**src/common/upc_pkg.sv**
```systemverilog
package upc_pkg;

	localparam int DATA_W = 8;

	// Interrupt entry point and stack top
	localparam logic [DATA_W-1:0] IRQ_VECTOR = 8'h80;
	localparam logic [DATA_W-1:0] SP_RESET   = 8'hFF;

	// Upper instruction nibble, 00xx is the ALU group and 0100 to 0110 the exchange group
	typedef enum logic [3:0] {
		OPC_ALU  = 4'b0000,
		OPC_XCH  = 4'b0100,
		OPC_JAL  = 4'b0111,
		OPC_LD   = 4'b1000,
		OPC_ST   = 4'b1001,
		OPC_EI   = 4'b1010,
		OPC_MOV  = 4'b1011,
		OPC_PUSH = 4'b1100,
		OPC_POP  = 4'b1101,
		OPC_NOP  = 4'b1110
	} opcode_t;

	// MSB clear carries the opcode itself as the ALU function
	typedef enum logic [4:0] {
		DP_ADD       = 5'b00000,
		DP_SUB       = 5'b00001,
		DP_AND       = 5'b00010,
		DP_XOR       = 5'b00011,
		DP_MOV       = 5'b01011,
		DP_VECTOR    = 5'b10000,
		DP_STORE     = 5'b11000,
		DP_PUSH_ADDR = 5'b11001,
		DP_SP_DEC    = 5'b11010,
		DP_SP_INC    = 5'b11011,
		DP_FETCH     = 5'b11101,
		DP_FETCH_INT = 5'b11110,
		DP_PC_OUT    = 5'b11111
	} dp_op_t;

	// Register bank write source, RB_REG0 to RB_REG2 follow the exchange opcode low bits plus one
	typedef enum logic [2:0] {
		RB_LINK    = 3'b001,
		RB_MEM     = 3'b010,
		RB_POP     = 3'b011,
		RB_ACC_ALU = 3'b100,
		RB_REG0    = 3'b101,
		RB_REG1    = 3'b110,
		RB_REG2    = 3'b111
	} rb_sel_t;

endpackage

```
**src/common/upc_ctrl_if.sv**
```systemverilog
`timescale 1ns/1ps

interface upc_ctrl_if;
	import upc_pkg::*;

	dp_op_t  op;
	logic    ir_we;
	logic    pc_we;
	rb_sel_t rb_sel_in;
	logic    rb_we;
	logic    sp_we;
	logic    mem_we;
	logic    ale;

	modport ctrl (
		output op, ir_we, pc_we, rb_sel_in, rb_we, sp_we, mem_we, ale
	);

	// Datapath and register bank only listen
	modport dp (
		input op, ir_we, pc_we, rb_sel_in, rb_we, sp_we, mem_we, ale
	);

endinterface

```
**src/controller/up_controller.sv**
```systemverilog
`timescale 1ns/1ps

module up_controller (
	input  logic              clk,
	input  logic              nRst,
	input  logic              irq,
	input  upc_pkg::opcode_t  opcode,
	upc_ctrl_if.ctrl          ctl
);
	import upc_pkg::*;

	typedef enum logic [2:0] {
		S_FETCH_LATCH = 3'b001,
		S_FETCH_READ  = 3'b010,
		S_EXEC_1      = 3'b011,
		S_EXEC_2      = 3'b100,
		S_EXEC_3      = 3'b101
	} state_t;

	state_t state;
	logic   irq_en;
	logic   irq_last;
	logic   vec_q;
	logic   irq_take;
	logic   is_alu;
	logic   is_xch;
	logic   long_op;
	logic   mem_op;

	// Level is sampled once per fetch, so an edge during execute is still caught
	assign irq_take = irq & ~irq_last & irq_en;

	assign is_alu  = (opcode & 4'b1100) == OPC_ALU;
	assign is_xch  = ((opcode & 4'b1100) == OPC_XCH) && (opcode != OPC_JAL);
	assign long_op = is_xch || (opcode inside {OPC_JAL, OPC_LD, OPC_ST, OPC_PUSH, OPC_POP});
	assign mem_op  = opcode inside {OPC_LD, OPC_ST};

	always_comb begin
		ctl.op        = dp_op_t'({1'b0, opcode});
		ctl.ir_we     = 1'b0;
		ctl.pc_we     = 1'b0;
		ctl.rb_sel_in = RB_ACC_ALU;
		ctl.rb_we     = 1'b0;
		ctl.sp_we     = 1'b0;
		ctl.mem_we    = 1'b0;
		ctl.ale       = 1'b0;
		case (state)
			S_FETCH_LATCH: begin
				if (irq_take) begin
					ctl.op    = DP_VECTOR;
					ctl.pc_we = 1'b1;
				end else begin
					ctl.op  = (vec_q && irq) ? DP_FETCH_INT : DP_FETCH;
					ctl.ale = 1'b1;
				end
			end
			S_FETCH_READ: begin
				ctl.op    = DP_PC_OUT;
				ctl.ir_we = 1'b1;
				ctl.pc_we = 1'b1;
			end
			S_EXEC_1: begin
				if (is_alu) begin
					ctl.rb_we = 1'b1;
				end else if (is_xch) begin
					// Park the accumulator in the link register
					ctl.rb_sel_in = RB_LINK;
					ctl.rb_we     = 1'b1;
				end else begin
					case (opcode)
						OPC_JAL: begin
							ctl.rb_sel_in = RB_LINK;
							ctl.rb_we     = 1'b1;
						end
						OPC_LD, OPC_ST: ctl.ale = 1'b1;
						OPC_MOV: ctl.rb_we = 1'b1;
						OPC_PUSH: begin
							ctl.op  = DP_PUSH_ADDR;
							ctl.ale = 1'b1;
						end
						// SP points at the next free slot
						OPC_POP: begin
							ctl.op    = DP_SP_INC;
							ctl.sp_we = 1'b1;
						end
						default: ;
					endcase
				end
			end
			S_EXEC_2: begin
				if (is_xch) begin
					ctl.rb_sel_in = rb_sel_t'({1'b1, opcode[1:0] + 2'd1});
					ctl.rb_we     = 1'b1;
				end else begin
					case (opcode)
						OPC_JAL: ctl.pc_we = 1'b1;
						OPC_LD: begin
							ctl.rb_sel_in = RB_MEM;
							ctl.rb_we     = 1'b1;
						end
						OPC_ST, OPC_PUSH: begin
							ctl.op     = DP_STORE;
							ctl.mem_we = 1'b1;
						end
						OPC_POP: begin
							ctl.op  = DP_PUSH_ADDR;
							ctl.ale = 1'b1;
						end
						default: ;
					endcase
				end
			end
			S_EXEC_3: begin
				// Exchange is already done, its third cycle only keeps the timing
				case (opcode)
					OPC_JAL: begin
						ctl.rb_sel_in = RB_LINK;
						ctl.rb_we     = 1'b1;
					end
					OPC_PUSH: begin
						ctl.op    = DP_SP_DEC;
						ctl.sp_we = 1'b1;
					end
					OPC_POP: begin
						ctl.rb_sel_in = RB_POP;
						ctl.rb_we     = 1'b1;
					end
					default: ;
				endcase
			end
			default: ;
		endcase
	end

	always_ff @(posedge clk or negedge nRst) begin
		if (!nRst) begin
			state    <= S_FETCH_LATCH;
			irq_en   <= 1'b0;
			irq_last <= 1'b0;
			vec_q    <= 1'b0;
		end else begin
			case (state)
				S_FETCH_LATCH: begin
					irq_last <= irq;
					vec_q    <= irq_take;
					if (!irq_take)
						state <= S_FETCH_READ;
				end
				S_FETCH_READ: state <= S_EXEC_1;
				S_EXEC_1: begin
					if (opcode == OPC_EI)
						irq_en <= ~irq_en;
					state <= long_op ? S_EXEC_2 : S_FETCH_LATCH;
				end
				S_EXEC_2: state <= mem_op ? S_FETCH_LATCH : S_EXEC_3;
				default: state <= S_FETCH_LATCH;
			endcase
		end
	end

endmodule

```
**src/datapath/up_datapath.sv**
```systemverilog
`timescale 1ns/1ps

module up_datapath (
	input  logic                        clk,
	input  logic                        nRst,
	upc_ctrl_if.dp                      ctl,
	output upc_pkg::opcode_t            opcode,
	output logic [upc_pkg::DATA_W-1:0]  pc,
	input  logic [upc_pkg::DATA_W-1:0]  acc,
	input  logic [upc_pkg::DATA_W-1:0]  r0,
	input  logic [upc_pkg::DATA_W-1:0]  link,
	output logic [upc_pkg::DATA_W-1:0]  alu_y,
	output logic [upc_pkg::DATA_W-1:0]  mem_data,
	input  logic [upc_pkg::DATA_W-1:0]  mem_rdata,
	output logic [upc_pkg::DATA_W-1:0]  mem_addr,
	output logic [upc_pkg::DATA_W-1:0]  mem_wdata,
	output logic                        mem_we
);
	import upc_pkg::*;

	logic [DATA_W-1:0] pc_q;
	logic [DATA_W-1:0] sp_q;
	logic [DATA_W-1:0] ir_q;
	logic [DATA_W-1:0] addr_q;
	logic [DATA_W-1:0] pc_d;
	logic [DATA_W-1:0] sp_d;
	logic [DATA_W-1:0] addr_d;
	logic [DATA_W-1:0] offset;

	assign opcode = opcode_t'(ir_q[7:4]);
	assign pc     = pc_q;

	// Load and store address is r0 plus the low instruction nibble
	assign offset = {{(DATA_W-4){1'b0}}, ir_q[3:0]};

	always_comb begin
		case (ctl.op)
			DP_ADD:  alu_y = acc + r0;
			DP_SUB:  alu_y = acc - r0;
			DP_AND:  alu_y = acc & r0;
			DP_XOR:  alu_y = acc ^ r0;
			DP_MOV:  alu_y = r0;
			default: alu_y = acc;
		endcase
	end

	always_comb begin
		case (ctl.op)
			DP_FETCH:     addr_d = pc_q;
			DP_FETCH_INT: addr_d = pc_q | IRQ_VECTOR;
			DP_PUSH_ADDR: addr_d = sp_q;
			default:      addr_d = r0 + offset;
		endcase
	end

	// Anything other than vector or increment is the jump target in link
	always_comb begin
		case (ctl.op)
			DP_VECTOR: pc_d = IRQ_VECTOR;
			DP_PC_OUT: pc_d = pc_q + 1'b1;
			default:   pc_d = link;
		endcase
	end

	always_comb begin
		case (ctl.op)
			DP_SP_INC: sp_d = sp_q + 1'b1;
			DP_SP_DEC: sp_d = sp_q - 1'b1;
			default:   sp_d = sp_q;
		endcase
	end

	always_ff @(posedge clk or negedge nRst) begin
		if (!nRst) begin
			pc_q   <= '0;
			sp_q   <= SP_RESET;
			ir_q   <= '0;
			addr_q <= '0;
		end else begin
			if (ctl.pc_we)
				pc_q <= pc_d;
			if (ctl.sp_we)
				sp_q <= sp_d;
			if (ctl.ir_we)
				ir_q <= mem_rdata;
			if (ctl.ale)
				addr_q <= addr_d;
		end
	end

	assign mem_addr  = addr_q;
	assign mem_wdata = (ctl.op == DP_STORE) ? acc : '0;
	assign mem_we    = ctl.mem_we;
	assign mem_data  = mem_rdata;

endmodule

```
**src/datapath/up_reg_bank.sv**
```systemverilog
`timescale 1ns/1ps

module up_reg_bank (
	input  logic                        clk,
	input  logic                        nRst,
	upc_ctrl_if.dp                      ctl,
	input  logic [upc_pkg::DATA_W-1:0]  alu_y,
	input  logic [upc_pkg::DATA_W-1:0]  mem_data,
	input  logic [upc_pkg::DATA_W-1:0]  pc,
	output logic [upc_pkg::DATA_W-1:0]  acc,
	output logic [upc_pkg::DATA_W-1:0]  r0,
	output logic [upc_pkg::DATA_W-1:0]  link
);
	import upc_pkg::*;

	logic [DATA_W-1:0] regs [3];
	logic [1:0]        idx;

	// RB_REG0 sits at low bits 01
	assign idx = ctl.rb_sel_in[1:0] - 2'd1;

	always_ff @(posedge clk or negedge nRst) begin
		if (!nRst) begin
			acc     <= '0;
			link    <= '0;
			regs[0] <= '0;
			regs[1] <= '0;
			regs[2] <= '0;
		end else if (ctl.rb_we) begin
			case (ctl.rb_sel_in)
				RB_ACC_ALU: acc <= alu_y;
				RB_MEM, RB_POP: acc <= mem_data;
				// acc goes to link, acc takes the PC
				RB_LINK: begin
					link <= acc;
					acc  <= pc;
				end
				RB_REG0, RB_REG1, RB_REG2: begin
					acc       <= regs[idx];
					regs[idx] <= link;
				end
				default: ;
			endcase
		end
	end

	assign r0 = regs[0];

endmodule

```
**src/source/up_core.sv**
```systemverilog
`timescale 1ns/1ps

module up_core (
	input  logic                        clk,
	input  logic                        nRst,
	input  logic                        irq,
	input  logic [upc_pkg::DATA_W-1:0]  mem_rdata,
	output logic [upc_pkg::DATA_W-1:0]  mem_addr,
	output logic [upc_pkg::DATA_W-1:0]  mem_wdata,
	output logic                        mem_we
);
	import upc_pkg::*;

	opcode_t           opcode;
	logic [DATA_W-1:0] pc;
	logic [DATA_W-1:0] acc;
	logic [DATA_W-1:0] r0;
	logic [DATA_W-1:0] link;
	logic [DATA_W-1:0] alu_y;
	logic [DATA_W-1:0] mem_data;

	upc_ctrl_if i_ctl ();

	up_controller i_controller (
		.clk    (clk),
		.nRst   (nRst),
		.irq    (irq),
		.opcode (opcode),
		.ctl    (i_ctl.ctrl)
	);

	up_datapath i_datapath (
		.clk       (clk),
		.nRst      (nRst),
		.ctl       (i_ctl.dp),
		.opcode    (opcode),
		.pc        (pc),
		.acc       (acc),
		.r0        (r0),
		.link      (link),
		.alu_y     (alu_y),
		.mem_data  (mem_data),
		.mem_rdata (mem_rdata),
		.mem_addr  (mem_addr),
		.mem_wdata (mem_wdata),
		.mem_we    (mem_we)
	);

	up_reg_bank i_reg_bank (
		.clk      (clk),
		.nRst     (nRst),
		.ctl      (i_ctl.dp),
		.alu_y    (alu_y),
		.mem_data (mem_data),
		.pc       (pc),
		.acc      (acc),
		.r0       (r0),
		.link     (link)
	);

endmodule

```
**config.mk**
```make
export PLATFORM = sky130hd
export DESIGN_NAME = up_core
export DESIGN_NICKNAME = d
export VERILOG_FILES = /design/src/common/upc_pkg.sv /design/src/common/upc_ctrl_if.sv /design/src/controller/up_controller.sv /design/src/datapath/up_datapath.sv /design/src/datapath/up_reg_bank.sv /design/src/source/up_core.sv
export SDC_FILE = /design/constraint.sdc
export NUM_CORES = 1
export LEC_CHECK = 0
export ABC_AREA = 1
export BUFFER_PORTS_ARGS = -buffer_cell sky130_fd_sc_hd__clkbuf_2
export CAP_MARGIN = 20
export CORE_UTILIZATION = 25
export DETAILED_ROUTE_END_ITERATION = 10
export PLACE_DENSITY = 0.4
export SLEW_MARGIN = 15
export SYNTH_ARGS = -nofsm -noshare
export SYNTH_HDL_FRONTEND = slang
export SYNTH_SLANG_ARGS = --single-unit
```
**constraint.sdc**
```tcl
create_clock -name clk -period 10.4 [get_ports clk]
set_clock_uncertainty 0.2 [all_clocks]
set_input_delay 0 -clock clk [delete_from_list [all_inputs] [get_ports clk]]
set_output_delay 0 -clock clk [all_outputs]
set_load 0.01 [all_outputs]
```
==> results.cfg, run 1 <==
[worst_setup_path]
required_ns = 10.44
crit_arrival_ns = 4.25
cp-start-kind = flip-flop
rr_endpoint = i_reg_bank.acc[7]
regToRegStartpoint = i_datapath.ir_q[5]
rr_worst_depth = 24
cp-end-kind = flip-flop
r2r_slack_ns = 6.19
crit_path_start = i_datapath.ir_q[5]
path_class = reg -> reg
cp_max_fo = 19
endpoint = i_reg_bank.acc[7]

[cells_and_area]
multi_input_area_um2 = 3440
num_antenna_cells = 0
fillCellCount = 2610
fin_area_um2 = 6870
syn_to_final_growth_pct = 15.2
regArea_um2 = 1960
drive_gt1_share_pct = 11.6
final_cell_mix = nand2_1 (232), inv_1 (110), nor2_1 (83)
final_cells = 1205
final_common_cell = nand2_1
postLayoutCoreUtil_pct = 29.3
fin_nets = 932

[timing]
final_hold_viol_count = 0
final.min_clock_period_ns = 4.21
slew_headroom_pct = 51.6
tns_ns = 0
period_share_pct = 40.5
setup_viol = 0
rsz0062_at_grt = no
report.final.slew_viol_count = 0
fmax_mhz = 237
max_slew.worst_pin.slew_ns = 0.725

[placed_design]
place_hpwl_um = 14800
portBuffers = 27
place_inst = 1177
gp_congestion = 0.863
placed_cell_area_um2 = 6400

[yosys]
yosysWarningCount = 0
synth_area_um2 = 5960
synth_cell_types = 43
syn_inst = 848
ys_ff_latch = 78
synth.avg_cell_area_um2 = 7.03
ys_seq_area_share_pct = 32.9
synth_enable_flop_cells = 0
async_flop_share_pct = 100
synth_nets = 899
synthFlopType = dfrtp_1

[cts]
cts_setup_buffers = 0
tritoncts = done
clkLatencyLatePin_ns = 0.35
cts_max_path_buffers = 2
htreeDepth = 3
cts_resized = 0
path_clk_slew_ns = 0.07
numCtsBuffers = 9
cts_hold_buf = 12
cts.sinks = 78
cts-root-buf = clkbuf_16

[job]
drv_cap = 0

[floorplanning]
io_pins = 28
row_count = 56
die-area_um2 = 24500
die_h_um = 156
design.core.area_um2 = 23400
die_w_um = 156
start_util_pct = 25.5

[global_route]
grt_max_degree = 53
antenna_found_initial = 0
grt_pass1_wl_um = 29900
globalRouteOverflowTotal = 0
grtUsageTotal_pct = 16.2
grt_pass1_vias = 5164

[route]
wl_per_cell_um = 15.7
wl_um = 18900
routed-via-count = 5369
vias_per_cell = 4.46
first_pass_iters = 5
route.detailed.drc = 0
drt_iter0_drc = 365
ant_nets = 0

[status]
status = completed

[worst_hold_path]
hp-start = mem_rdata[6]
hp-class = in -> reg
whs_path_depth = 4

[power_and_ir_drop]
p_total_uw = 1880
leakage_uw = 0.00341
p_per_area_nw_per_um2 = 274
ir_drop_v = 0.000119
==> critical path, stage by stage, from the launching register on <==
cell and delay, ns:
dfrtp_1 0.44, inv_1 0.16, ha_1 0.20, nand3_1 0.24, nand2_1 0.17, nor2_1 0.09
a21oi_4 0.17, nand2_2 0.11, nor2_8 0.26, nand3_2 0.21, inv_1 0.13, nand2_1 0.05
o21ai_0 0.15, inv_1 0.08, ha_1 0.28, nand2_1 0.04, o21ai_0 0.33, nand4_1 0.14
nand3_1 0.12, xor2_1 0.20, nand3_1 0.10, nand3b_1 0.09, nand2_1 0.05, nand2_1 0.05
nand2_1 0.04
==> layout make-up <==
type	count	share of cell area, %
clock buffers	10	3.48
clock inverters	6	1.35
inverters	122	6.71
multi-input cells	630	50.1
flip-flops and latches	78	28.6
well taps	319	5.81
repair buffers	40	4.01
==> worst min path at each step <==
stage | slack (ns) | to
after global routing | 0.26 | i_datapath.ir_q[7]
after CTS | 0.22 | i_datapath.ir_q[6]
final | 0.22 | i_datapath.ir_q[6]
after detailed placement | -0.25 | i_controller.irq_en
after floorplan | -0.50 | i_controller.irq_en
after global placement | -0.24 | i_controller.irq_en
==> flip-flops by register name, indices dropped and copies added (netlist names) <==
name,count
i_datapath.mem_addr,8
i_datapath.pc,8
i_reg_bank.acc,8
i_controller.vec_q,1
i_reg_bank.regs,16
i_controller.irq_en,1
i_controller.irq_last,1
i_datapath.sp_q,8
i_reg_bank.link,8
i_reg_bank.r0,8
i_datapath.ir_q,8
i_controller.state,3
==> layer usage <==
layer  GRT usage (%)  share of wire, %
met2            25.1                44
met4            4.01               1.4
met1            23.4                51
met3            2.52               3.3
met5               0                 0
==> through the flow <==
step	worst slack [ns]	hold WS, ns
5_1_grt	5.72	0.256
3_3_place_gp	6.33	-0.242
6_report	6.19	0.221
2_1_floorplan	6.83	-0.496
4_1_cts	6.21	0.220
3_5_place_dp	6.22	-0.253
==> cells in the mapped netlist (all sizes together), types with 5 or more instances <==
cell type,number,area share (%)
dfrtp,69,29
xor2,15,2.2
a21oi,30,2.8
buf,9,1.1
nand2,246,16
clkbuf,9,0.57
a31oi,5,0.52
inv,120,7.6
nor2,92,7.0
xnor2,9,1.3
o21ai,73,6.3
nand3,87,8.4
dfstp,9,4.0
ha,37,7.8
==> logic make-up after synthesis <==
kind of cell	after synthesis	share of synthesized area (%)
simple gates	440	33.3
buf+inv	140	9.40
compound gates	125	11.9
flops	78	32.9
fa+ha+maj	40	8.77
xor+xnor	24	3.53
mux	1	0.189
==> power by group <==
part / switching (uW) / total (uW) / internal (uW) / leakage (uW)
clock network: 142 / 360 / 219 / 0.000156
logic: 694 / 1030 / 331 / 0.00226
registers: 99.0 / 493 / 394 / 0.000997
total: 935 / 1880 / 944 / 0.00341
Power figures use the tool's default switching activity.
==> run 2, diff against run 1 <==
==> constraint.sdc (replaced) <==
create_clock -name clk -period 4.1 [get_ports clk]
set_clock_uncertainty 0.2 [all_clocks]
set_input_delay 0 -clock clk [delete_from_list [all_inputs] [get_ports clk]]
set_output_delay 0 -clock clk [all_outputs]
set_load 0.01 [all_outputs]
==> run 2 against run 1 <==
- sequential share of layout area fell by 0.43 points
- critical endpoint is now i_reg_bank.acc[6]
- sequential power rose to 2.6 times the previous value
- utilization rose by 0.47 points
- global-route usage rose by 0.85 points
- largest power group unchanged
- final cell count rose by 1.1%
==> results.cfg, run 2 (synthesized netlist as in run 1, its figures left out) <==
[cells_and_area]
syn_to_final_growth_pct = 17.0
regArea_um2 = 1960
largest-register = i_reg_bank.regs
final_common_cell = nand2_1
postLayoutCoreUtil_pct = 29.8
drive_gt1_share_pct = 14.5
largest_reg_flops = 16
fin_nets = 945
final_cell_mix = nand2_1 (231), inv_1 (107), nor2_1 (81)
fillCellCount = 2650
final_cells = 1218
multi_input_area_um2 = 3480
num_antenna_cells = 0

[route]
route.detailed.drc = 0
drt_iter0_drc = 322
wl_per_cell_um = 16.0
ant_nets = 0
vias_per_cell = 4.52
wl_um = 19500
routed-via-count = 5502
first_pass_iters = 4

[timing]
fmax_mhz = 269
report.final.slew_viol_count = 0
final_hold_viol_count = 0
setup_ws_ns = 0.388
setup_viol = 0
final.min_clock_period_ns = 3.71
slew_headroom_pct = 46.1
tns_ns = 0
max_slew.worst_pin.slew_ns = 0.809
period_share_pct = 90.5

[global_route]
globalRouteOverflowTotal = 0
grt_pass1_vias = 5502
grt_max_degree = 57
grt_pass1_wl_um = 31300
grtUsageTotal_pct = 17.1
antenna_found_initial = 0

[placed_design]
gp_congestion = 0.849
portBuffers = 27
place_hpwl_um = 15100
place_ws_ns = 0.0874
place_inst = 1185

[floorplanning]
die-area_um2 = 24500
io_pins = 28
row_count = 56
start_util_pct = 25.5
die_h_um = 156
design.core.area_um2 = 23400
die_w_um = 156

[cts]
htreeDepth = 3
cts_max_path_buffers = 2
tritoncts = done
clkLatencyLatePin_ns = 0.35
cts.sinks = 78
numCtsBuffers = 9
path_clk_slew_ns = 0.07
cts-root-buf = clkbuf_16

[worst_setup_path]
endpoint = i_reg_bank.acc[6]
cp-start-kind = flip-flop
path_buf_inv = 5
rr_worst_depth = 28
worstSetupPathDepth = 28
cp_max_fo = 8
cp_top_family = simple AND/OR/NAND/NOR gates
path_class = reg -> reg
cp-end-kind = flip-flop
regToRegStartpoint = i_datapath.ir_q[5]
crit_arrival_ns = 3.80
max_stage_delay_ns = 0.44
cp_common_cell = nand2_1
critPathSlowestCell = dfrtp_1
required_ns = 4.19
crit_path_start = i_datapath.ir_q[5]
r2r_slack_ns = 0.39
rr_endpoint = i_reg_bank.acc[6]

[power_and_ir_drop]
ir_drop_v = 0.000231
p_total_uw = 4910
leakage_uw = 0.00346
p_per_area_nw_per_um2 = 704

[worst_hold_path]
hp-class = in -> async

[status]
status = completed

[job]
drv_cap = 0
==> run 2: how the worst min path moves through the flow <==
| stage | slack [ns] | from | end |
|---|---|---|---|
| final | 0.04 | nRst | i_controller.irq_en |
| after global routing | 0.13 | nRst | i_controller.irq_en |
| after CTS | 0.10 | nRst | i_controller.irq_en |
| after detailed placement | -0.07 | nRst | i_controller.irq_en |
| after global placement | -0.06 | nRst | i_controller.irq_en |
| after floorplan | -0.50 | nRst | i_controller.irq_en |
==> run 2: metrics by stage <==
stage / cell area (um2) / hold WS (ns)
final: 6980 / 0.0393
after global placement: 6460 / -0.0582
after floorplan: 5960 / -0.496
after global routing: 6980 / 0.128
after CTS: 6870 / 0.101
after detailed placement: 6460 / -0.0705
==> run 2: layout make-up <==
cell class                      instances  area share, %
Multi-Input combinational cell        630           49.9
Clock buffer                           10           3.43
Inverter                              122           6.64
Sequential cell                        78           28.2
Tap cell                              319           5.72
Timing Repair Buffer                   53           5.13
Clock inverter                          6           1.00
==> run 2: power by group <==
group	switching (uW)	internal, uW	total, uW
sequential	261	1000	1260
clock	375	492	867
combinational	1840	942	2780
==> run 2: metal layers <==
metal / global-route usage (%) / up-vias / routed length, um / share of wire (%)
li1: - / 2803 / - / -
met1: 23.8 / 2608 / 9880 / 51
met2: 26.9 / 66 / 8750 / 45
met3: 2.74 / 25 / 495 / 2.5
met4: 5.23 / 0 / 411 / 2.1
met5: 0 / - / 0 / 0
==> run 2: repair_timing <==
action                                 4_1_cts  5_1_grt
hold buffers                                10        0
endpoints found under the hold margin       66        0
setup endpoints to repair                    0        6
setup buffers                                0        7
resized for setup                            0       17
==> run 3, diff against run 2 <==
--- a/config.mk
+++ b/config.mk
@@ -10,7 +10,7 @@
 export CAP_MARGIN = 20
 export CORE_UTILIZATION = 25
 export DETAILED_ROUTE_END_ITERATION = 10
-export PLACE_DENSITY = 0.4
+export PLACE_DENSITY = 0.38
 export SLEW_MARGIN = 15
 export SYNTH_ARGS = -nofsm -noshare
 export SYNTH_HDL_FRONTEND = slang
==> run 3 against run 2 <==
- die area unchanged
- critical path depth shrank 4
- critical path type unchanged
- largest cell class unchanged
- first-iteration DRC count down 28%
- final cell count barely moved
- clock power up 2%
==> results.cfg, run 3 (synthesized netlist as in run 1, its figures left out) <==
[route]
first_pass_iters = 5
wl_per_cell_um = 15.9
drt_iter0_drc = 233
ant_nets = 0
routed-via-count = 5317
wl_um = 19300
vias_per_cell = 4.37
route.detailed.drc = 0

[cells_and_area]
fin_nets = 944
final_common_cell = nand2_1
fin_area_um2 = 6970
final_cell_mix = nand2_1 (232), inv_1 (108), nor2_1 (82)
num_antenna_cells = 0
drive_gt1_share_pct = 13.5
syn_to_final_growth_pct = 16.9
largest_reg_flops = 16
final_cells = 1217
largest-register = i_reg_bank.regs

[worst_setup_path]
cp_common_cell = nand2_1
critPathSlowestCell = dfrtp_2
crit_arrival_ns = 3.82
cp-end-kind = flip-flop
required_ns = 4.17
cp-start-kind = flip-flop
max_stage_delay_ns = 0.43
path_buf_inv = 4
cp_max_fo = 7
r2r_slack_ns = 0.35
cp_top_family = simple AND/OR/NAND/NOR gates
path_class = reg -> reg
cp_cell_sequence = inv_2 > ha_1 > nand2_2 > nand3_1 > nor2_2 > a21oi_4 > nand3_4 > inv_1 > or2_2 > xor2_1 > ha_1 > a21oi_2 > nand2_1 > nand2_1 > nand2_1 > nand2_1 > nand2_1 > xor2_1 > inv_1 > nand3_1 > nand2_1 > inv_1 > nand2_1 > a21oi_1

[timing]
max_slew.worst_pin.slew_ns = 0.751
rsz0062_at_grt = no
fmax_mhz = 267
final.min_clock_period_ns = 3.75
setup_viol = 0
report.final.slew_viol_count = 0
slew_headroom_pct = 49.9
tns_ns = 0
finalHoldWorstSlack_ns = 0.0668
final_hold_viol_count = 0
period_share_pct = 91.4

[floorplanning]
die-area_um2 = 24500
row_count = 56
design.core.area_um2 = 23400
die_h_um = 156
start_util_pct = 25.5
io_pins = 28
die_w_um = 156

[cts]
numCtsBuffers = 9
clkLatencyLatePin_ns = 0.35
cts-root-buf = clkbuf_16
cts.sinks = 78
cts_max_path_buffers = 2
tritoncts = done
htreeDepth = 3
path_clk_slew_ns = 0.06

[power_and_ir_drop]
p_per_area_nw_per_um2 = 705
ir_drop_v = 0.000195
leakage_uw = 0.00346

[global_route]
grt_pass1_vias = 5337
grt_pass1_wl_um = 30700
grt_max_degree = 51
antenna_found_initial = 0
grtUsageTotal_pct = 17.0
globalRouteOverflowTotal = 0

[status]
status = completed

[placed_design]
portBuffers = 27
placed_cell_area_um2 = 6490
gp_congestion = 0.847
place_hpwl_um = 15100
place_inst = 1188

[job]
drv_cap = 0

[worst_hold_path]
hp-class = in -> async
[run 3: per-stage QoR]
step	setup slack [ns]	total power, uW	util [%]
2_1_floorplan	0.530	3220	-
3_3_place_gp	0.144	4010	27.7
3_5_place_dp	0.140	3980	27.7
4_1_cts	0.104	4910	29.5
5_1_grt	0.00344	5420	29.8
6_report	0.352	4920	29.8
[run 3: final cells by class]
type	instances	area, um2
fill	2647	16400
multi-input combinational	630	3480
sequential	78	1960
inverter	122	460
tap	319	399
timing repair buffer	52	350
clock buffer	13	250
clock inverter	3	67.6
[run 3: timing repair]
item	in CTS	in global routing
endpoints found under the hold margin	58	0
hold buffers	10	0
buffers inserted	0	3
setup endpoints to repair	0	6
gates resized for setup	0	13
[run 3: power breakdown]
| group | total [uW] | leakage [uW] | internal [uW] | switching [uW] |
|---|---|---|---|---|
| clock network | 886 | 0.000150 | 551 | 335 |
| registers | 1260 | 0.000996 | 1000 | 261 |
| logic | 2770 | 0.00231 | 940 | 1830 |
[run 3: worst reg2reg max path: cells and delay by family, from the launching register on]
family	cells	cell delay [ns]
flip-flops	1	0.43
adder cells (fa/ha/maj)	2	0.72
buffers and inverters	4	0.27
XOR/XNOR	2	0.30
AND/OR/NAND/NOR	13	1.37
AO/OA/AOI/OAI	3	0.38
[run 3: metal layers]
metal  routed length, um  track usage, %  vias up
met5                   0               0        -
met4                 281            4.95        0
met3                 556            2.77       19
met1                9780            23.3     2422
li1                    -               -     2801
met2                8680            27.2       75
[run 3: path summary, 6_finish.rpt]
kind	start	endpoint	depth (start not counted)
hold reg to reg	i_datapath.sp_q[7]	i_datapath.sp_q[7]	2
min in group clk	mem_rdata[6]	i_datapath.ir_q[6]	4
hold / removal	nRst	i_datapath.mem_addr[3]	2
max in group asynchronous	nRst	i_reg_bank.regs[1]	3
setup / recovery	i_controller.state[1]	i_reg_bank.acc[6]	24
setup reg to reg	i_controller.state[1]	i_reg_bank.acc[6]	24
